--- config.mk ---
export PLATFORM = sky130hd
export DESIGN_NAME = if_stage_top
export DESIGN_NICKNAME = d
export VERILOG_FILES = /design/src/hdl/if_pkg.sv /design/src/hdl/if_stage_top.sv /design/src/hdl/if_id_regs.sv /design/src/hdl/fetch_unit.sv /design/src/hdl/pc_select.sv
export VERILOG_INCLUDE_DIRS = /design/src /design/src/include
export SDC_FILE = /design/constraint.sdc
export NUM_CORES = 1
export LEC_CHECK = 0
export BUFFER_PORTS_ARGS = -buffer_cell sky130_fd_sc_hd__buf_2
export CORE_MARGIN = 10
export CORE_UTILIZATION = 47
export DETAILED_ROUTE_END_ITERATION = 16
export PLACE_DENSITY_LB_ADDON = 0.05
export SETUP_SLACK_MARGIN = 0.02
export SYNTH_ARGS = -nofsm -noshare
export SYNTH_HDL_FRONTEND = slang
export SYNTH_SLANG_ARGS = --single-unit
--- constraint.sdc ---
create_clock -name clk_i -period 6.9 [get_ports clk_i]
set_input_delay 0.69 -clock clk_i [delete_from_list [all_inputs] [get_ports clk_i]]
set_output_delay 0.69 -clock clk_i [all_outputs]
set_load 0.02 [all_outputs]
--- src/include/if_params.svh ---
/*
  Instruction fetch stage constants
  widths, debug entry points and boot and vector address shaping
*/

`ifndef IF_PARAMS_SVH
`define IF_PARAMS_SVH

// address and instruction width
`define IF_XLEN 32

// debug module entry points
`define IF_DM_HALT_ADDR 32'h1A11_0800
`define IF_DM_EXC_ADDR  32'h1A11_0808

// low byte of the boot PC
`define IF_BOOT_OFFSET 8'h80

// low bits of mtvec and boot address that get replaced
`define IF_VEC_ALIGN_BITS 8

// byte step between sequential fetches
`define IF_FETCH_STEP 4

`endif
--- src/hdl/if_pkg.sv ---
/*
  Instruction fetch package
  selector enums, fetch state and the structs passed between blocks
*/

`include "if_params.svh"

package if_pkg;

  // next PC source
  typedef enum logic [2:0] {
    PC_BOOT = 3'd0,
    PC_JUMP = 3'd1,
    PC_EXC  = 3'd2,
    PC_ERET = 3'd3,
    PC_DRET = 3'd4
  } pc_sel_e;

  // exception vector source
  typedef enum logic [1:0] {
    EXC_PC_EXC     = 2'd0,
    EXC_PC_IRQ     = 2'd1,
    EXC_PC_DBD     = 2'd2,
    EXC_PC_DBG_EXC = 2'd3
  } exc_pc_sel_e;

  // fetch unit bus state
  typedef enum logic [1:0] {
    FS_IDLE = 2'd0,
    FS_REQ  = 2'd1,
    FS_WAIT = 2'd2
  } fetch_state_e;

  // one fetched word on its way to IF-ID
  typedef struct packed {
    logic [`IF_XLEN-1:0] rdata;
    logic [`IF_XLEN-1:0] addr;
    logic                err;
  } fetch_rsp_t;

  typedef struct packed {
    logic                valid; // restart fetching
    logic [`IF_XLEN-1:0] addr;  // word aligned
  } redirect_t;

endpackage

--- src/hdl/if_stage_top.sv ---
/*
  Instruction fetch stage
  next PC selection, bus fetch and the IF-ID register
*/

`timescale 1ns/1ps

`include "if_params.svh"

module if_stage_top import if_pkg::*; (
  input  logic                clk_i,
  input  logic                rst_ni,

  // instruction bus
  output logic                instr_req_o,
  output logic [`IF_XLEN-1:0] instr_addr_o,
  input  logic                instr_gnt_i,
  input  logic                instr_rvalid_i,
  input  logic [`IF_XLEN-1:0] instr_rdata_i,
  input  logic                instr_err_i,

  // control from the core
  input  logic [`IF_XLEN-1:0] boot_addr_i,
  input  logic                req_i,
  input  logic                pc_set_i,
  input  pc_sel_e             pc_mux_i,
  input  exc_pc_sel_e         exc_pc_mux_i,
  input  logic [4:0]          irq_id_i,
  input  logic [`IF_XLEN-1:0] branch_target_i,

  // CSR file
  input  logic [`IF_XLEN-1:0] csr_mepc_i,
  input  logic [`IF_XLEN-1:0] csr_depc_i,
  input  logic [`IF_XLEN-1:0] csr_mtvec_i,
  output logic                csr_mtvec_init_o,

  // decode side
  input  logic                id_in_ready_i,
  input  logic                instr_valid_clear_i,
  output logic                instr_valid_id_o,
  output logic                instr_new_id_o,
  output logic [`IF_XLEN-1:0] instr_rdata_id_o,
  output logic                instr_fetch_err_o,
  output logic [`IF_XLEN-1:0] pc_id_o,
  output logic [`IF_XLEN-1:0] pc_if_o,
  output logic                if_busy_o
);

  redirect_t  redirect;
  logic       fetch_valid;
  logic       fetch_ready;
  fetch_rsp_t fetch_rsp;

  pc_select u_pc_select (
    .boot_addr_i      (boot_addr_i),
    .csr_mtvec_i      (csr_mtvec_i),
    .csr_mepc_i       (csr_mepc_i),
    .csr_depc_i       (csr_depc_i),
    .branch_target_i  (branch_target_i),
    .irq_id_i         (irq_id_i),
    .pc_mux_i         (pc_mux_i),
    .exc_pc_mux_i     (exc_pc_mux_i),
    .pc_set_i         (pc_set_i),
    .redirect_o       (redirect),
    .csr_mtvec_init_o (csr_mtvec_init_o)
  );

  fetch_unit u_fetch_unit (
    .clk_i          (clk_i),
    .rst_ni         (rst_ni),
    .req_i          (req_i),
    .redirect_i     (redirect),
    .ready_i        (fetch_ready),
    .valid_o        (fetch_valid),
    .rsp_o          (fetch_rsp),
    .busy_o         (if_busy_o),
    .instr_req_o    (instr_req_o),
    .instr_addr_o   (instr_addr_o),
    .instr_gnt_i    (instr_gnt_i),
    .instr_rvalid_i (instr_rvalid_i),
    .instr_rdata_i  (instr_rdata_i),
    .instr_err_i    (instr_err_i)
  );

  if_id_regs u_if_id_regs (
    .clk_i               (clk_i),
    .rst_ni              (rst_ni),
    .fetch_valid_i       (fetch_valid),
    .fetch_rsp_i         (fetch_rsp),
    .id_in_ready_i       (id_in_ready_i),
    .pc_set_i            (pc_set_i),
    .instr_valid_clear_i (instr_valid_clear_i),
    .fetch_ready_o       (fetch_ready),
    .instr_valid_id_o    (instr_valid_id_o),
    .instr_new_id_o      (instr_new_id_o),
    .instr_rdata_id_o    (instr_rdata_id_o),
    .instr_fetch_err_o   (instr_fetch_err_o),
    .pc_id_o             (pc_id_o)
  );

  assign pc_if_o = fetch_rsp.addr; // PC of the held word

endmodule

--- src/hdl/if_id_regs.sv ---
/*
  IF-ID pipeline register
  loads accepted fetch words and keeps the valid and new flags
*/

`timescale 1ns/1ps

`include "if_params.svh"

module if_id_regs import if_pkg::*; (
  input  logic                clk_i,
  input  logic                rst_ni,
  input  logic                fetch_valid_i,
  input  fetch_rsp_t          fetch_rsp_i,
  input  logic                id_in_ready_i,
  input  logic                pc_set_i,
  input  logic                instr_valid_clear_i,
  output logic                fetch_ready_o,
  output logic                instr_valid_id_o,
  output logic                instr_new_id_o,
  output logic [`IF_XLEN-1:0] instr_rdata_id_o,
  output logic                instr_fetch_err_o,
  output logic [`IF_XLEN-1:0] pc_id_o
);

  logic load;
  logic valid_d, valid_q;
  logic new_q;

  // decode takes the word whenever it can
  assign fetch_ready_o = id_in_ready_i;

  // a redirect in the same cycle squashes the word
  assign load = fetch_valid_i & fetch_ready_o & ~pc_set_i;

  // valid holds until decode clears it
  assign valid_d = load | (valid_q & ~instr_valid_clear_i);

  always_ff @(posedge clk_i or negedge rst_ni) begin
    if (!rst_ni) begin
      valid_q           <= 1'b0;
      new_q             <= 1'b0;
      instr_fetch_err_o <= 1'b0;
    end else begin
      valid_q <= valid_d;
      new_q   <= load;     // one cycle per loaded word
      if (load) begin
        instr_fetch_err_o <= fetch_rsp_i.err;
      end
    end
  end

  // frozen under back-pressure
  always_ff @(posedge clk_i) begin
    if (load) begin
      instr_rdata_id_o <= fetch_rsp_i.rdata;
      pc_id_o          <= fetch_rsp_i.addr;
    end
  end

  assign instr_valid_id_o = valid_q;
  assign instr_new_id_o   = new_q;

endmodule

--- src/hdl/fetch_unit.sv ---
/*
  Fetch unit
  word fetch bus master with one live request, drops responses
  made stale by a redirect and holds one word for decode
*/

`timescale 1ns/1ps

`include "if_params.svh"

module fetch_unit import if_pkg::*; (
  input  logic                clk_i,
  input  logic                rst_ni,
  input  logic                req_i,
  input  redirect_t           redirect_i,
  input  logic                ready_i,
  output logic                valid_o,
  output fetch_rsp_t          rsp_o,
  output logic                busy_o,
  output logic                instr_req_o,
  output logic [`IF_XLEN-1:0] instr_addr_o,
  input  logic                instr_gnt_i,
  input  logic                instr_rvalid_i,
  input  logic [`IF_XLEN-1:0] instr_rdata_i,
  input  logic                instr_err_i
);

  fetch_state_e        state_q, state_d;
  logic [`IF_XLEN-1:0] addr_q, addr_d;       // address of current request
  logic                active_q;             // set by first redirect
  logic                hold_valid_q, hold_valid_d;
  fetch_rsp_t          hold_q;
  logic [1:0]          discard_q, discard_d; // stale responses still to come

  logic stale_rvalid;
  logic live_rvalid;
  logic live_pending;
  logic accept;
  logic capture;

  assign stale_rvalid = instr_rvalid_i & (discard_q != 2'd0);
  assign live_rvalid  = instr_rvalid_i & (discard_q == 2'd0) & (state_q == FS_WAIT);
  assign accept       = hold_valid_q & ready_i;
  assign capture      = live_rvalid & ~redirect_i.valid;

  // granted request whose answer a redirect now turns stale
  assign live_pending = ((state_q == FS_WAIT) & ~live_rvalid) |
                        ((state_q == FS_REQ) & instr_gnt_i);

  ////////////////////
  // next state
  ////////////////////

  always_comb begin
    state_d      = state_q;
    addr_d       = addr_q;
    hold_valid_d = hold_valid_q;
    discard_d    = discard_q - {1'b0, stale_rvalid};

    if (redirect_i.valid) begin
      addr_d       = redirect_i.addr;
      hold_valid_d = 1'b0;             // held word is from the old stream
      discard_d    = discard_d + {1'b0, live_pending};
      // an ungranted request stays on the bus, now with the new address
      if (req_i || (instr_req_o && !instr_gnt_i)) begin
        state_d = FS_REQ;
      end else begin
        state_d = FS_IDLE;
      end
    end else begin
      case (state_q)
        FS_IDLE: begin
          if (accept) begin
            hold_valid_d = 1'b0;
            addr_d       = addr_q + `IF_XLEN'(`IF_FETCH_STEP);
          end
          // holder free or freed this cycle
          if (active_q && req_i && (!hold_valid_q || ready_i)) begin
            state_d = FS_REQ;
          end
        end
        FS_REQ: begin
          if (instr_gnt_i) begin
            state_d = FS_WAIT;
          end
        end
        FS_WAIT: begin
          if (capture) begin
            hold_valid_d = 1'b1;
            state_d      = FS_IDLE;
          end
        end
        default: state_d = FS_IDLE;
      endcase
    end
  end

  ////////////////////
  // registers
  ////////////////////

  always_ff @(posedge clk_i or negedge rst_ni) begin
    if (!rst_ni) begin
      state_q      <= FS_IDLE;
      active_q     <= 1'b0;
      hold_valid_q <= 1'b0;
      discard_q    <= 2'd0;
    end else begin
      state_q      <= state_d;
      active_q     <= active_q | redirect_i.valid;
      hold_valid_q <= hold_valid_d;
      discard_q    <= discard_d;
    end
  end

  always_ff @(posedge clk_i) begin
    addr_q <= addr_d;
    if (capture) begin
      hold_q.rdata <= instr_rdata_i;
      hold_q.addr  <= addr_q;
      hold_q.err   <= instr_err_i;  // bus error travels with the word
    end
  end

  assign instr_req_o  = (state_q == FS_REQ);
  assign instr_addr_o = addr_q;
  assign valid_o      = hold_valid_q;
  assign rsp_o        = hold_q;
  assign busy_o       = (state_q != FS_IDLE) | (discard_q != 2'd0);

endmodule

--- src/hdl/pc_select.sv ---
/*
  Next PC selection
  builds the exception vector, picks the next fetch address and
  flags mtvec initialisation on boot
*/

`timescale 1ns/1ps

`include "if_params.svh"

module pc_select import if_pkg::*; (
  input  logic [`IF_XLEN-1:0] boot_addr_i,
  input  logic [`IF_XLEN-1:0] csr_mtvec_i,
  input  logic [`IF_XLEN-1:0] csr_mepc_i,
  input  logic [`IF_XLEN-1:0] csr_depc_i,
  input  logic [`IF_XLEN-1:0] branch_target_i,
  input  logic [4:0]          irq_id_i,
  input  pc_sel_e             pc_mux_i,
  input  exc_pc_sel_e         exc_pc_mux_i,
  input  logic                pc_set_i,
  output redirect_t           redirect_o,
  output logic                csr_mtvec_init_o
);

  logic [`IF_XLEN-1:0] vec_base;
  logic [`IF_XLEN-1:0] boot_pc;
  logic [`IF_XLEN-1:0] exc_pc;
  logic [`IF_XLEN-1:0] next_pc;

  // mtvec with the mode and low bits dropped
  assign vec_base = {csr_mtvec_i[`IF_XLEN-1:`IF_VEC_ALIGN_BITS], {`IF_VEC_ALIGN_BITS{1'b0}}};
  assign boot_pc  = {boot_addr_i[`IF_XLEN-1:`IF_VEC_ALIGN_BITS], `IF_BOOT_OFFSET};

  ////////////////////
  // exception vector
  ////////////////////

  always_comb begin
    case (exc_pc_mux_i)
      EXC_PC_EXC:     exc_pc = vec_base;
      EXC_PC_IRQ:     exc_pc = vec_base | `IF_XLEN'({irq_id_i, 2'b00}); // one word per irq
      EXC_PC_DBD:     exc_pc = `IF_DM_HALT_ADDR;
      EXC_PC_DBG_EXC: exc_pc = `IF_DM_EXC_ADDR;
      default:        exc_pc = vec_base;
    endcase
  end

  ////////////////////
  // next fetch address
  ////////////////////

  always_comb begin
    case (pc_mux_i)
      PC_BOOT: next_pc = boot_pc;
      PC_JUMP: next_pc = branch_target_i;
      PC_EXC:  next_pc = exc_pc;
      PC_ERET: next_pc = csr_mepc_i;  // back from trap
      PC_DRET: next_pc = csr_depc_i;  // back from debug mode
      default: next_pc = boot_pc;
    endcase
  end

  // fetches are whole words only
  assign redirect_o.valid = pc_set_i;
  assign redirect_o.addr  = {next_pc[`IF_XLEN-1:2], 2'b00};

  // CSR file loads mtvec from the boot address
  assign csr_mtvec_init_o = pc_set_i & (pc_mux_i == PC_BOOT);

endmodule

==> insert_results.sql <==
INSERT INTO impl_metrics (metric_group, metric, value, unit) VALUES
('cts', 'h_tree_depth_reported_by_cts', '4', ''),
('synthesis', 'synth_ff_type', 'sky130_fd_sc_hd__edfxtp_1', ''),
('global_routing', 'grt_usage', '0.2224', ''),
('synthesis', 'yosys_warnings', '0', ''),
('power', 'power_frac_clock', '0.405', ''),
('power', 'max-vdd-ir-drop', '0.1292', 'mV'),
('placed_design', 'routabilityCongestion', '0.9071', ''),
('routing', 'ant_nets', '0', ''),
('placed_design', 'placement.io_buffers', '316', ''),
('routing', 'first_iter_violations', '396', ''),
('timing', 'setup_repair_after_global_routing_missed_its_margin', 'no', ''),
('power', 'power_leakage', '3.819', 'nW'),
('timing', 'timing.final.crit_share', '0.4487', ''),
('critical_path', 'cp_data_required_time', '6.21', 'ns'),
('floorplan', 'ios', '345', ''),
('floorplan', 'design.core.area', '15310', 'sq um'),
('synthesis', 'syn-instance-count', '560', ''),
('power', 'net-switching-power', '0.5879', 'mW'),
('critical_path', 'worst-endpoint-arrival', '2.41', 'ns'),
('timing', 'setup-tns-final', '0', 'ns'),
('synthesis', 'async_flop_share', '0.05488', ''),
('critical_path', 'endpoint_kind', 'output port', ''),
('routing', 'detailedRoute.firstPassIterationCount', '5', ''),
('synthesis', 'synth_sequential_area_ratio', '0.6595', ''),
('global_routing', 'first_global_vias', '6055', ''),
('routing', 'routed_wire_length_per_instance', '22.84', 'um'),
('placed_design', 'placed_area', '8909', 'sq um'),
('floorplan', 'design.die.area', '21160', 'sq um'),
('critical_path', 'ff2ff_setup_slack', '4.62', 'ns'),
('power', 'portion_of_total_power_attributed_to_sequential_cells', '0.476', ''),
('cts', 'ctsRootBufferMaster', 'sky130_fd_sc_hd__clkbuf_16', ''),
('routing', 'wirelength', '24.24', 'mm'),
('critical_path', 'timing.setup.critical_path_class', 'primary input to output port', ''),
('cts', 'worstSkewPairLatency', '0.42', 'ns'),
('synthesis', 'synthDistinctLibCells', '58', ''),
('synthesis', 'mappedNetlistArea', '7400', 'sq um'),
('synthesis', 'synth.ff_latch_count', '164', ''),
('hold_path', 'worstHoldPathType', 'primary input to async pin', ''),
('cts', 'maximum_root_to_sink_buffer_count', '2', ''),
('power', 'power', '2.440', 'mW'),
('timing', 'drv_slew', '0', ''),
('power', 'power.share.switching', '0.2410', ''),
('critical_path', 'critical_path.reg2reg.endpoint', 'u_fetch_unit.instr_addr_o[18]', ''),
('critical_path', 'critical_path.startpoint', 'pc_set_i', ''),
('routing', 'vias', '5702', ''),
('synthesis', 'post_synth.cell_area_avg', '13.21', 'sq um'),
('cts', 'cts_sinks', '164', ''),
('timing', 'setup-violations-final', '0', ''),
('synthesis', 'count_of_flip_flops_with_a_built_in_enable_after_synthesis', '155', ''),
('finish', 'num-fill-cells', '1253', ''),
('floorplan', 'floorplan.die.width', '145.5', 'um'),
('routing', 'via_per_inst', '5.374', ''),
('critical_path', 'origin_of_the_critical_flop_to_flop_path', 'u_fetch_unit.instr_addr_o[2]', ''),
('placed_design', 'post-dp-hpwl', '19.22', 'mm'),
('run_status', 'outcome', 'complete, no violations', ''),
('cts', 'cts_tree', 'done', ''),
('finish', 'final_net_count', '1052', ''),
('global_routing', 'grt_start_max_net_pins', '66', ''),
('floorplan', 'die_h', '145.5', 'um'),
('cts', 'clk_pin_slew_worst_paths', '0.06', 'ns'),
('run', 'maxCapViolCount', '0', ''),
('placed_design', 'detailedPlace.worstSlack', '3.585', 'ns'),
('cts', 'cts-hold-fix-buffers', '0', ''),
('floorplan', 'fp-row-count', '45', ''),
('finish', 'final_layout_size_suffix_gt1_frac', '0.4353', ''),
('cts', 'post_cts.resized_instances', '0', ''),
('power', 'pwr-share-comb', '0.120', ''),
('finish', 'area_delta_synth_final', '28.85', '%'),
('floorplan', 'initial_core_util', '0.4832', ''),
('power', 'intPower', '1.852', 'mW'),
('timing', 'timing_worst_slew_pin_value', '0.8482', 'ns');
## placed cells by master, fill, tap and decap left out, types with 5 or more instances in the layout
cell type,count
sky130_fd_sc_hd__buf_2,316
sky130_fd_sc_hd__edfxtp_1,155
sky130_fd_sc_hd__o21ai_0,27
sky130_fd_sc_hd__o22ai_1,26
sky130_fd_sc_hd__nor2_1,24
sky130_fd_sc_hd__nand2_1,23
sky130_fd_sc_hd__a21oi_1,22
sky130_fd_sc_hd__inv_1,19
sky130_fd_sc_hd__xnor2_1,17
sky130_fd_sc_hd__clkbuf_16,17
sky130_fd_sc_hd__nand3_1,15
sky130_fd_sc_hd__o22a_1,15
sky130_fd_sc_hd__xor2_1,13
sky130_fd_sc_hd__a221oi_1,12
sky130_fd_sc_hd__nor3_1,10
sky130_fd_sc_hd__a22oi_1,10
sky130_fd_sc_hd__nand2b_1,9
sky130_fd_sc_hd__dfrtp_1,9
sky130_fd_sc_hd__nor2b_1,8
sky130_fd_sc_hd__nand4_1,6
sky130_fd_sc_hd__a211oi_1,6
sky130_fd_sc_hd__conb_1,6
sky130_fd_sc_hd__buf_4,5
## worst min path at each step
stage,to,slack (ns)
floorplan,u_fetch_unit.active_q,0.39
global placement,u_if_id_regs.instr_rdata_id_o[3],0.40
detailed placement,u_if_id_regs.instr_rdata_id_o[16],0.40
CTS,u_fetch_unit.active_q,0.11
global route,u_fetch_unit.valid_o,0.13
finish,u_fetch_unit.active_q,0.12
## power groups by stage
stage               clock, mW  combinational (mW)  sequential [mW]
finish                  0.987               0.292             1.16
global route             1.05               0.320             1.16
CTS                      1.00               0.293             1.16
detailed placement          0               0.291             1.18
global placement            0               0.286             1.18
floorplan                   0               0.145             1.19
## metrics by stage
| step | hold WS [ns] | std cells |
|---|---|---|
| 2_1_floorplan | 0.3944 | 565 |
| 3_3_place_gp | 0.4004 | 1030 |
| 3_5_place_dp | 0.4045 | 1030 |
| 4_1_cts | 0.1139 | 1061 |
| 5_1_grt | 0.1253 | 1061 |
| 6_report | 0.1192 | 1061 |
## routing by layer
layer,global-route usage,vias up,wire length (um)
met5,0,-,74
met1,0.2667,2719,9735
met4,0.06471,10,399
met3,0.08445,36,2233
li1,-,2649,-
met2,0.3652,288,11790
## cell families after synthesis
group / Yosys count / synth area share
flip-flops: 164 / 0.6595
AO/OA/AOI/OAI: 142 / 0.1304
AND/OR/NAND/NOR: 126 / 0.09503
buffers and inverters: 87 / 0.06408
XOR/XNOR: 30 / 0.03551
multiplexers: 7 / 0.009976
adder cells (fa/ha/maj): 3 / 0.005073
other: 1 / 0.0005068
## flip-flops by register name (all words and copies together) (netlist names)
register / count
u_fetch_unit.active_q: 1
u_fetch_unit.discard_q: 2
u_fetch_unit.instr_addr_o: 30
u_fetch_unit.rsp_o: 63
u_fetch_unit.state_q: 2
u_fetch_unit.valid_o: 1
u_if_id_regs.instr_fetch_err_o: 1
u_if_id_regs.instr_new_id_o: 1
u_if_id_regs.instr_rdata_id_o: 32
u_if_id_regs.instr_valid_id_o: 1
u_if_id_regs.pc_id_o: 30
## cell usage after synthesis (all sizes together) (15+ instances only)
cell type / n / area (sq um)
edfxtp: 155 / 4654
buf: 44 / 312.8
o21ai: 28 / 140.1
o22ai: 27 / 175.2
nor2: 24 / 90.09
a21oi: 23 / 118.9
clkbuf: 23 / 86.33
nand2: 23 / 86.33
inv: 19 / 71.32
xnor2: 17 / 148.9
nand3: 16 / 85.08
o22a: 15 / 131.4
## critical path, stage by stage
cell and delay (ns):
sky130_fd_sc_hd__buf_2 0.08, sky130_fd_sc_hd__buf_4 0.41, sky130_fd_sc_hd__inv_1 0.51, sky130_fd_sc_hd__nor4_1 0.46, sky130_fd_sc_hd__buf_2 0.23
## final cells by class
| type | count | area, sq um | area share |
|---|---|---|---|
| multi-input combinational | 314 | 2071 | 0.2172 |
| tap | 211 | 264.0 | 0.02769 |
| sequential | 164 | 4880 | 0.5118 |
| inverter | 20 | 75.07 | 0.007874 |
| clock inverter | 14 | 200.2 | 0.02100 |
| timing repair buffer | 321 | 1619 | 0.1698 |
| clock buffer | 17 | 425.4 | 0.04462 |
(Power assumes the default switching activity.)
